## config.mk

```make
export PLATFORM = sky130hd
export DESIGN_NAME = dl_rom_loader
export DESIGN_NICKNAME = d
export VERILOG_FILES = /design/src/dl_pkg.sv /design/src/dl_item_if.sv /design/src/dl_rom_loader.sv /design/src/dl_ioctl_writer.sv /design/src/dl_item_fifo.sv /design/src/dl_spi_rx.sv
export SDC_FILE = /design/constraint.sdc
export NUM_CORES = 1
export LEC_CHECK = 0
export BUFFER_PORTS_ARGS = -buffer_cell sky130_fd_sc_hd__buf_4
export CAP_MARGIN = 0
export CORE_UTILIZATION = 55
export CTS_CLUSTER_DIAMETER = 150
export DETAILED_ROUTE_END_ITERATION = 10
export GPL_ROUTABILITY_DRIVEN = 1
export PLACE_DENSITY = 0.74
export SKIP_CTS_REPAIR_TIMING = 1
export SYNTH_ARGS = -nofsm -noshare
export SYNTH_HDL_FRONTEND = slang
export SYNTH_SLANG_ARGS = --single-unit
```

## constraint.sdc

```tcl
create_clock -name clk_rom_i -period 7.26 [get_ports clk_rom_i]
set_input_delay 1.452 -clock clk_rom_i [delete_from_list [all_inputs] [get_ports clk_rom_i]]
set_output_delay 1.452 -clock clk_rom_i [all_outputs]
set_load 0.005 [all_outputs]
```

## src/dl_pkg.sv

```systemverilog
// ROM download shared definitions
// command codes of the SPI data channel, item kinds, buffer depth,
// address width and the ioctl writer state codes
`default_nettype none

package dl_pkg;

   // frame command bytes
   localparam logic [7:0] CMD_START = 8'h54;
   localparam logic [7:0] CMD_END   = 8'h55;
   localparam logic [7:0] CMD_DATA  = 8'h56;

   // how the consumer treats the byte of an item
   typedef enum logic [1:0] {
      KIND_START,
      KIND_DATA,
      KIND_END
   } dl_kind_t;

   // item entries in the buffer, a power of two
   localparam int FIFO_DEPTH = 8;

   // width of the ROM byte address
   localparam int ADDR_W = 25;

   // ioctl writer FSM
   localparam logic [1:0] WR_IDLE = 2'd0;
   localparam logic [1:0] WR_ACT  = 2'd1;
   localparam logic [1:0] WR_ACK  = 2'd2;
   localparam logic [1:0] WR_REL  = 2'd3;

endpackage

`default_nettype wire
```

## src/dl_item_if.sv

```systemverilog
// Download item channel
// four-phase req/ack link carrying one byte and its kind
`timescale 1ns/1ps
`default_nettype none

interface dl_item_if import dl_pkg::*; ();

   logic       req;
   logic       ack;
   // kind and data are held stable while req is high
   dl_kind_t   kind;
   logic [7:0] data;

   modport sender (
      output req,
      output kind,
      output data,
      input  ack
   );

   modport receiver (
      input  req,
      input  kind,
      input  data,
      output ack
   );

endinterface

`default_nettype wire

```

## src/dl_rom_loader.sv

```systemverilog
// ROM loader top level
// SPI download channel to ioctl byte writes: receiver, item buffer
// and writer linked by two four-phase item channels
`timescale 1ns/1ps
`default_nettype none

module dl_rom_loader import dl_pkg::*; (
   input  logic              clk_rom_i,
   input  logic              rst_n_i,
   // SPI data channel from the I/O controller
   input  logic              spi_sck_i,
   input  logic              spi_ss2_i,
   input  logic              spi_di_i,
   // core ROM side
   input  logic              ioctl_wait_i,
   output logic [ADDR_W-1:0] ioctl_addr_o,
   output logic [7:0]        ioctl_data_o,
   output logic              ioctl_wr_o,
   output logic [7:0]        ioctl_index_o,
   output logic              downloading_o,
   output logic              overflow_o
);

   dl_item_if to_buf ();
   dl_item_if to_wr ();

   dl_spi_rx u_spi_rx (
      .clk_rom_i  ( clk_rom_i  ),
      .rst_n_i    ( rst_n_i    ),
      .spi_sck_i  ( spi_sck_i  ),
      .spi_ss2_i  ( spi_ss2_i  ),
      .spi_di_i   ( spi_di_i   ),
      .overflow_o ( overflow_o ),
      .item       ( to_buf     )
   );

   dl_item_fifo u_item_fifo (
      .clk_rom_i  ( clk_rom_i  ),
      .rst_n_i    ( rst_n_i    ),
      .in         ( to_buf     ),
      .out        ( to_wr      )
   );

   dl_ioctl_writer u_ioctl_writer (
      .clk_rom_i     ( clk_rom_i     ),
      .rst_n_i       ( rst_n_i       ),
      .item          ( to_wr         ),
      .ioctl_wait_i  ( ioctl_wait_i  ),
      .ioctl_addr_o  ( ioctl_addr_o  ),
      .ioctl_data_o  ( ioctl_data_o  ),
      .ioctl_wr_o    ( ioctl_wr_o    ),
      .ioctl_index_o ( ioctl_index_o ),
      .downloading_o ( downloading_o )
   );

endmodule

`default_nettype wire

```

## src/dl_ioctl_writer.sv

```systemverilog
// ioctl write generator
// applies download items: START sets index and clears the address,
// DATA writes one byte and advances the address, END stops the download
`timescale 1ns/1ps
`default_nettype none

module dl_ioctl_writer import dl_pkg::*; (
   input  logic              clk_rom_i,
   input  logic              rst_n_i,
   dl_item_if.receiver       item,
   input  logic              ioctl_wait_i,
   output logic [ADDR_W-1:0] ioctl_addr_o,
   output logic [7:0]        ioctl_data_o,
   output logic              ioctl_wr_o,
   output logic [7:0]        ioctl_index_o,
   output logic              downloading_o
);

   logic [1:0] state;
   dl_kind_t   kind_q;
   logic       take;
   logic       act_done;

   assign take = (state == WR_IDLE) && item.req;

   // data outside a download is consumed without a write
   assign ioctl_wr_o = (state == WR_ACT) && (kind_q == KIND_DATA) &&
                       downloading_o && !ioctl_wait_i;

   // a data byte waits here while the memory is busy
   assign act_done = (state == WR_ACT) &&
                     ((kind_q != KIND_DATA) || !downloading_o || !ioctl_wait_i);

   always_ff @(posedge clk_rom_i) begin
      if (!rst_n_i) begin
         state         <= WR_IDLE;
         item.ack      <= 1'b0;
         ioctl_addr_o  <= '0;
         downloading_o <= 1'b0;
      end else begin
         case (state)
            WR_IDLE: begin
               if (take) begin
                  state <= WR_ACT;
               end
            end
            WR_ACT: begin
               if (act_done) begin
                  item.ack <= 1'b1;
                  state    <= WR_ACK;
                  case (kind_q)
                     KIND_START: begin
                        ioctl_addr_o  <= '0;
                        downloading_o <= 1'b1;
                     end
                     KIND_END: downloading_o <= 1'b0;
                     default: begin
                        if (ioctl_wr_o) begin
                           ioctl_addr_o <= ioctl_addr_o + 1'b1;
                        end
                     end
                  endcase
               end
            end
            WR_ACK: begin
               if (!item.req) begin
                  item.ack <= 1'b0;
                  state    <= WR_REL;
               end
            end
            default: state <= WR_IDLE;
         endcase
      end
   end

   // item payload, stable until ack rises
   always_ff @(posedge clk_rom_i) begin
      if (take) begin
         kind_q <= item.kind;
         if (item.kind == KIND_DATA) begin
            ioctl_data_o <= item.data;
         end
      end
      if ((state == WR_ACT) && (kind_q == KIND_START)) begin
         ioctl_index_o <= item.data;
      end
   end

endmodule

`default_nettype wire

```

## src/dl_item_fifo.sv

```systemverilog
// Download item buffer
// circular buffer of FIFO_DEPTH items between the SPI receiver and the
// ioctl writer, four-phase handshake on both sides
`timescale 1ns/1ps
`default_nettype none

module dl_item_fifo import dl_pkg::*; (
   input  logic        clk_rom_i,
   input  logic        rst_n_i,
   dl_item_if.receiver in,
   dl_item_if.sender   out
);

   logic [$clog2(FIFO_DEPTH)-1:0] wr_ptr;
   logic [$clog2(FIFO_DEPTH)-1:0] rd_ptr;
   logic [$clog2(FIFO_DEPTH):0]   count;
   dl_kind_t                      kind_mem [FIFO_DEPTH];
   logic [7:0]                    data_mem [FIFO_DEPTH];
   logic                          full;
   logic                          push;
   logic                          pop;
   logic                          load;

   assign full = (int'(count) == FIFO_DEPTH);
   // new input item, taken only with room left
   assign push = in.req && !in.ack && !full;
   // output item acknowledged by the writer
   assign pop  = out.req && out.ack;
   // present the next item once the last handshake is over
   assign load = !out.req && !out.ack && (count != '0);

   always_ff @(posedge clk_rom_i) begin
      if (!rst_n_i) begin
         wr_ptr  <= '0;
         rd_ptr  <= '0;
         count   <= '0;
         in.ack  <= 1'b0;
         out.req <= 1'b0;
      end else begin
         // input side
         if (push) begin
            wr_ptr <= wr_ptr + 1'b1;
            in.ack <= 1'b1;
         end else if (in.ack && !in.req) begin
            in.ack <= 1'b0;
         end

         // output side, pointers wrap since depth is a power of two
         if (pop) begin
            rd_ptr  <= rd_ptr + 1'b1;
            out.req <= 1'b0;
         end else if (load) begin
            out.req <= 1'b1;
         end

         case ({push, pop})
            2'b10:   count <= count + 1'b1;
            2'b01:   count <= count - 1'b1;
            default: count <= count;
         endcase
      end
   end

   always_ff @(posedge clk_rom_i) begin
      if (push) begin
         kind_mem[wr_ptr] <= in.kind;
         data_mem[wr_ptr] <= in.data;
      end
   end

   always_ff @(posedge clk_rom_i) begin
      if (load) begin
         out.kind <= kind_mem[rd_ptr];
         out.data <= data_mem[rd_ptr];
      end
   end

endmodule

`default_nettype wire

```

## src/dl_spi_rx.sv

```systemverilog
// SPI download receiver
// oversamples the data channel (SS2, SDI, SCK) in the ROM clock domain,
// assembles bytes MSB first and turns the frame commands into items
`timescale 1ns/1ps
`default_nettype none

module dl_spi_rx import dl_pkg::*; (
   input  logic      clk_rom_i,
   input  logic      rst_n_i,
   input  logic      spi_sck_i,
   input  logic      spi_ss2_i,
   input  logic      spi_di_i,
   output logic      overflow_o,
   dl_item_if.sender item
);

   logic [1:0] sck_sync;
   logic [1:0] ss2_sync;
   logic [1:0] di_sync;
   logic       sck_last;
   logic       sck_rise;
   logic [2:0] bit_cnt;
   logic [6:0] shift_q;
   logic [7:0] new_byte;
   logic       byte_done;
   logic       cmd_seen;
   logic       start_mode;
   logic       data_mode;
   logic       emit;
   dl_kind_t   emit_kind;
   logic       busy;

   // two flop synchronizers, sck_last only for edge detection
   always_ff @(posedge clk_rom_i) begin
      if (!rst_n_i) begin
         sck_sync <= 2'b00;
         ss2_sync <= 2'b11;
         di_sync  <= 2'b00;
         sck_last <= 1'b0;
      end else begin
         sck_sync <= {sck_sync[0], spi_sck_i};
         ss2_sync <= {ss2_sync[0], spi_ss2_i};
         di_sync  <= {di_sync[0], spi_di_i};
         sck_last <= sck_sync[1];
      end
   end

   // mode 0, sample on rising sck inside the frame
   assign sck_rise  = sck_sync[1] & ~sck_last & ~ss2_sync[1];
   assign byte_done = sck_rise && (bit_cnt == 3'd7);
   assign new_byte  = {shift_q, di_sync[1]};

   always_ff @(posedge clk_rom_i) begin
      if (sck_rise) begin
         shift_q <= new_byte[6:0];
      end
   end

   // frame decoding, cleared whenever slave select is high
   always_ff @(posedge clk_rom_i) begin
      if (!rst_n_i) begin
         bit_cnt    <= 3'd0;
         cmd_seen   <= 1'b0;
         start_mode <= 1'b0;
         data_mode  <= 1'b0;
      end else if (ss2_sync[1]) begin
         bit_cnt    <= 3'd0;
         cmd_seen   <= 1'b0;
         start_mode <= 1'b0;
         data_mode  <= 1'b0;
      end else if (sck_rise) begin
         bit_cnt <= bit_cnt + 3'd1;
         if (byte_done) begin
            if (!cmd_seen) begin
               cmd_seen   <= 1'b1;
               start_mode <= (new_byte == CMD_START);
               data_mode  <= (new_byte == CMD_DATA);
            end else begin
               // only one index byte after START
               start_mode <= 1'b0;
            end
         end
      end
   end

   // which completed byte becomes an item
   always_comb begin
      emit      = 1'b0;
      emit_kind = KIND_DATA;
      if (byte_done) begin
         if (!cmd_seen) begin
            if (new_byte == CMD_END) begin
               emit      = 1'b1;
               emit_kind = KIND_END;
            end
         end else if (start_mode) begin
            emit      = 1'b1;
            emit_kind = KIND_START;
         end else if (data_mode) begin
            emit      = 1'b1;
            emit_kind = KIND_DATA;
         end
      end
   end

   // previous handshake not finished yet
   assign busy = item.req | item.ack;

   always_ff @(posedge clk_rom_i) begin
      if (!rst_n_i) begin
         item.req   <= 1'b0;
         overflow_o <= 1'b0;
      end else begin
         if (item.req && item.ack) begin
            item.req <= 1'b0;
         end
         if (emit) begin
            if (busy) begin
               overflow_o <= 1'b1;
            end else begin
               item.req <= 1'b1;
               // a new download starts with a clean flag
               if (emit_kind == KIND_START) begin
                  overflow_o <= 1'b0;
               end
            end
         end
      end
   end

   always_ff @(posedge clk_rom_i) begin
      if (emit && !busy) begin
         item.kind <= emit_kind;
         item.data <= new_byte;
      end
   end

endmodule

`default_nettype wire

```

Word-level counts from Yosys, hierarchy flattened:

Memories as Yosys holds them, arrays and structs flattened. A register that Yosys moved wholly into a read port is not among the register bits.
Cells that the tools add are included.
Widths: inputs -> output; s select.

* register bits: 91
* bits in writable memories: 80
* bits of input ports: 6
* output and inout port bits: 44
* logic and storage cells: 132
* memories kept: 2

* add/subtract/negate cells: 6
* equal/unequal tests: 16
* mux-type cells: 30
* bitwise logic cells: 8
* reduce and logical (&&, ||, !) cells: 45

Memory list
* u_item_fifo.data_mem: depth 8, bits a word 8, read ports 1, clocked after memory_dff 1, write ports 1, RTL line dl_item_fifo.sv:18 `logic [7:0] data_mem [FIFO_DEPTH];`
* u_item_fifo.kind_mem: depth 8, bits a word 2, read ports 1, clocked after memory_dff 1, write ports 1, RTL line dl_item_fifo.sv:17 `dl_kind_t kind_mem [FIFO_DEPTH];`

Operator list (count)
* $pmux 25 s2: 1
* $add 25x1->25 const B: 1
* $mux 25: 1
* $eq 8x7->1 const B: 3
* $mux 1: 18
* $logic_and 1x1->1: 15
* $mux 2: 6
* $reduce_and 3->1: 4
* $reduce_bool 2->1: 6
* $add 3x1->3 const B: 3
* $eq 2x1->1 const B: 4
* $logic_not 1->1: 8
* $pmux 4 s2: 1
* $eq 2x2->1 const B: 3
* $logic_not 2->1: 3
* $ne 2x1->1 const B: 3
* $pmux 2 s3: 1
* $reduce_and 2->1: 3
* $not 1->1: 5
* $add 4x1->4 const B: 1
* $eq 4x4->1 const B: 1
* $pmux 1 s2: 2
* $reduce_and 4->1: 1
* $reduce_bool 4->1: 1
* 7 further kinds: 10

Depth between registers and ports, before layout:

* depth after elaboration: 8
* mapped depth: 11
* gate-level depth less buffers: 10

Cells and area by module:

Synthesis repeated with hierarchy kept, for this count alone.

* cell total of the unflattened synthesis: 514
* area total of the unflattened synthesis: 7522.2 µm²

By module, submodules not included
* dl_item_fifo: times used 1, cells each 207, area an instance 4072.7 µm², seq. area each 2942.8 µm²
* dl_ioctl_writer: times used 1, cells each 223, area an instance 2257.2 µm², seq. area each 1121.1 µm²
* dl_spi_rx: times used 1, cells each 84, area an instance 1192.4 µm², seq. area each 810.8 µm²

Worst setup path after synthesis:

Ideal clock, no wire load.

* kind: in2out
* start point: in ioctl_wait_i
* end point: out ioctl_wr_o
* data arrival time: 1.567 ns
* required time: 5.808 ns
* slack: 4.241 ns
* cell stages on the path: 1
* buffers on the path: 0
* path through: nor2b_1

* cells in the longest elaborated chain, start to end: 2

Ends and longest elaborated chain
* from (decl): RTL line dl_rom_loader.sv:15 `input logic ioctl_wait_i,`
* $logic_not 1->1: RTL line dl_ioctl_writer.sv:28 `downloading_o && !ioctl_wait_i;`
* $logic_and 1x1->1: RTL line dl_ioctl_writer.sv:28
* to (decl): RTL line dl_rom_loader.sv:18 `output logic ioctl_wr_o,`

Every way passes these cells.

Worst setup path after layout:

Ends and elaborated chain as after synthesis.

==> results.md <==
- Status: complete, no violations
- Wirelength per Cell: 17.0 µm
- Post-synth ARST share: 0
- Crit path top cell by count: buf_4
- Finish-stage setup viols: 0
- Die Height: 116 µm
- Syn nets: between 400 and 500
- Commonest cells in the netlist: 125 x edfxtp_1, 56 x dfxtp_1, 29 x a21oi_1, 28 x nor2_1
- Leading area contributor after synthesis: edfxtp_1
- Met1 usage: 0.242
- Final Hold Fails: 0
- TritonCTS clock tree: done
- Worst Path Required: 5.81 ns
- Post-Synthesis Cells: between 400 and 500
- Vias in the first global route: between 3,000 and 4,000
- Dominant cells by area after synthesis: edfxtp_1 53%, dfxtp_1 16%, mux4_2 6.3%, a21oi_1 2.0%, ha_1 1.9%
- First drt pass iteration count: 5
- Crit path cell chain: buf_4 > nor2b_1 > buf_4
- Worst-Margin Slew: 1.11 ns
- Maximum vdd drop: about 170 µV
- Final ANT Viol Nets: 0
- Max_slew headroom: 0.259
- Largest family of logic cells by synthesized area: simple AND/OR/NAND/NOR gates
- Clk pwr share: 0.444
- Seq pwr share: 0.525
- Worst slack at placement: approximately 4 ns
- CP max stage cell: buf_4
- Met2 GRT Util: 0.339
- Critical Path End Type: primary output
- Initial DRC count: around 280
- Compound-Gate Fraction of Synth Area: 0.0660
- Initial antenna violation count: 0
- Total Routed Length: approximately 12,000 µm
- Simple-gate share of the synthesized area: 0.107
- CP Data Arrival Time: around 1.8 ns
- Core Area: between 10,000 and 15,000 µm²
- Lkg Pwr: 2.72 nW
- Maximum clock path buffer count: 2
- CP startpoint kind: input pin
- CP Class: input pin to primary output
- Rows: slightly above 40
- Met3 Use GR: 0.0455
- Final TNS setup: 0 ns
- Hpwl dp: between 8000 and 9000 µm
- Final Core Density: 0.656
- Main synth FF type: edfxtp_1
- Global-route wire length before repair: between 15,000 and 20,000 µm
- Crit path largest cell delay: between 0.1 and 0.15 ns
- Final max-slew violation count: 0
- # port buffers: between 40 and 50
- RSZ-0062 raised after global routing: no
- Gate power share: 0.031
- DIE WIDTH: about 120 µm
- Worst path top cell family by delay: buffers and inverters
- Switching pwr: 416 µW
- Max-cap check violation count: 0
- Tcrit/Tclk final: 0.451
- Fmax: slightly above 300 MHz
- Final WS setup: roughly 4 ns
- Int Pwr: approximately 1.7 mW
- Die Area: 13,400 µm²
- Register area share after synthesis: 0.686
- Cell area power density: approximately 260 nW/µm²
- H-tree levels: 4
- Avg Cell Area, Syn: about 15 µm²
- GR Util All Layers: 0.199
- Area share of the largest cell type after synthesis: 0.528
- Tmin final: roughly 3.3 ns
- Switching Fraction: 0.196
- Sink Count: between 150 and 200
- Synthesized area: 7110 µm²
- Area Overhead vs Synth: 16.5%
- Crit Path Max Fanout: 5
- Residual DRC: 0
- Share of layout cells above drive strength 1: 0.226
- Post-synthesis register bit count: ~180
- Final-stage net count: about 550
- Clock latency at the later pin of the worst-skew pair: approximately 0.42 ns
- Clock-pin slew on the worst setup and hold paths: approximately 0.06 ns
- Num CTS Buffers: 17
- Initial Utilization: 0.563
- YS warnings: 0
- DR vias: just over 4,000
- Setup Skew: ~0.008 ns
- Adder and majority cell fraction of the synthesized area: 0.0194
- Total global routing overflow: 0
- Largest net degree at the start of global routing: 23
- Proportion of synthesized area in mux cells: 0.0862
- Synth Area in XOR/XNOR: 0.0185
- Post-synth EDFFs: around 130
- Peak-usage layer in the global routing report: met2
- Ant. Diodes: 0
- Worst Hold Class: flip-flop to flip-flop
- Boundary pin count: 50
- Cell with the most instances after synthesis: edfxtp_1
- Distinct cell type count after synthesis: 54
- Root Buffer Master: clkbuf_16
- WP buf/inv: 2
- Vias/cell: about 5.7
- Routability cong.: about 0.84
## cell usage in the layout (no fill, tap or decap), drive strengths merged, types with 7 or more instances in the layout
cell,n
inv,16
nor3,10
a211oi,7
clkbuf,18
clkinv,8
a21oi,29
nand2,20
ha,11
edfxtp,125
nor2,28
nand2b,11
o21ai,16
nand3,10
o31ai,8
dfxtp,56
xnor2,10
or4,7
mux2,10
and2,8
mux4,20
buf,52
## final timing paths
path                        startpoint                   end  slack (ns)  depth (start not counted)
setup / recovery          ioctl_wait_i            ioctl_wr_o        3.98                          3
setup reg to reg  u_item_fifo.count[0]  u_item_fifo.count[2]        4.51                         10
hold / removal    u_spi_rx.ss2_sync[0]  u_spi_rx.ss2_sync[1]        0.41                          1
hold reg to reg   u_spi_rx.ss2_sync[0]  u_spi_rx.ss2_sync[1]        0.41                          1
## final cells by class
class                      count  area (µm²)
clock buffer                  18         429
clock inverter                14         184
fill                         920        4340
inverter                      16        60.1
multi-input combinational    268        2130
sequential                   181        4880
tap                          172         215
timing repair buffer          52         390
## stage by stage
| step | instance area (µm²) | hold WS [ns] | power (mW) | instances |
|---|---|---|---|---|
| 6_report | 8280 | 0.413 | 2.12 | 721 |
| 5_1_grt | 8280 | 0.437 | 2.19 | 721 |
| 4_1_cts | 8280 | 0.416 | 2.14 | 721 |
| 3_5_place_dp | 7670 | 0.401 | 1.20 | 689 |
| 3_3_place_gp | 7670 | 0.395 | 1.20 | 689 |
| 2_1_floorplan | 7110 | 0.386 | 1.18 | 481 |
## registers in the layout, indices dropped and copies added (netlist names), 3 cells and up
register	cells
u_ioctl_writer.ioctl_addr_o	25
u_ioctl_writer.ioctl_data_o	8
u_ioctl_writer.ioctl_index_o	8
u_item_fifo.count	4
u_item_fifo.data_mem	64
u_item_fifo.kind_mem	16
u_item_fifo.out.data	8
u_item_fifo.rd_ptr	3
u_item_fifo.wr_ptr	3
u_spi_rx.bit_cnt	3
u_spi_rx.item.data	8
u_spi_rx.shift_q	7
## cell families after synthesis
family	after synthesis
flip-flops	181
AO/OA/AOI/OAI	74
adder cells (fa/ha/maj)	11
buffers and inverters	32
XOR/XNOR	15
AND/OR/NAND/NOR	133
multiplexers	35
## worst register-to-register path: cells and delay by family (launching register included)
kind / cells / cell delay [ns]
simple gates: 3 / 1.24
fa+ha+maj: 2 / 0.42
flops: 1 / 0.36
xor+xnor: 2 / 0.34
compound gates: 2 / 0.19
buf+inv: 1 / 0.12
## power groups by stage
stage	clock network [mW]	logic, mW	registers [mW]
2_1_floorplan	0	0.0449	1.13
3_3_place_gp	0	0.0641	1.13
3_5_place_dp	0	0.0666	1.14
4_1_cts	0.956	0.0665	1.11
5_1_grt	0.999	0.0736	1.11
6_report	0.942	0.0654	1.11
## routing by layer
layer  vias up  wire length [µm]
met1      2020              5230
met2       107              6280
met5         -                 0
met3        19               507
li1       1964                 -
met4         0               267
(Power assumes the default switching activity.)
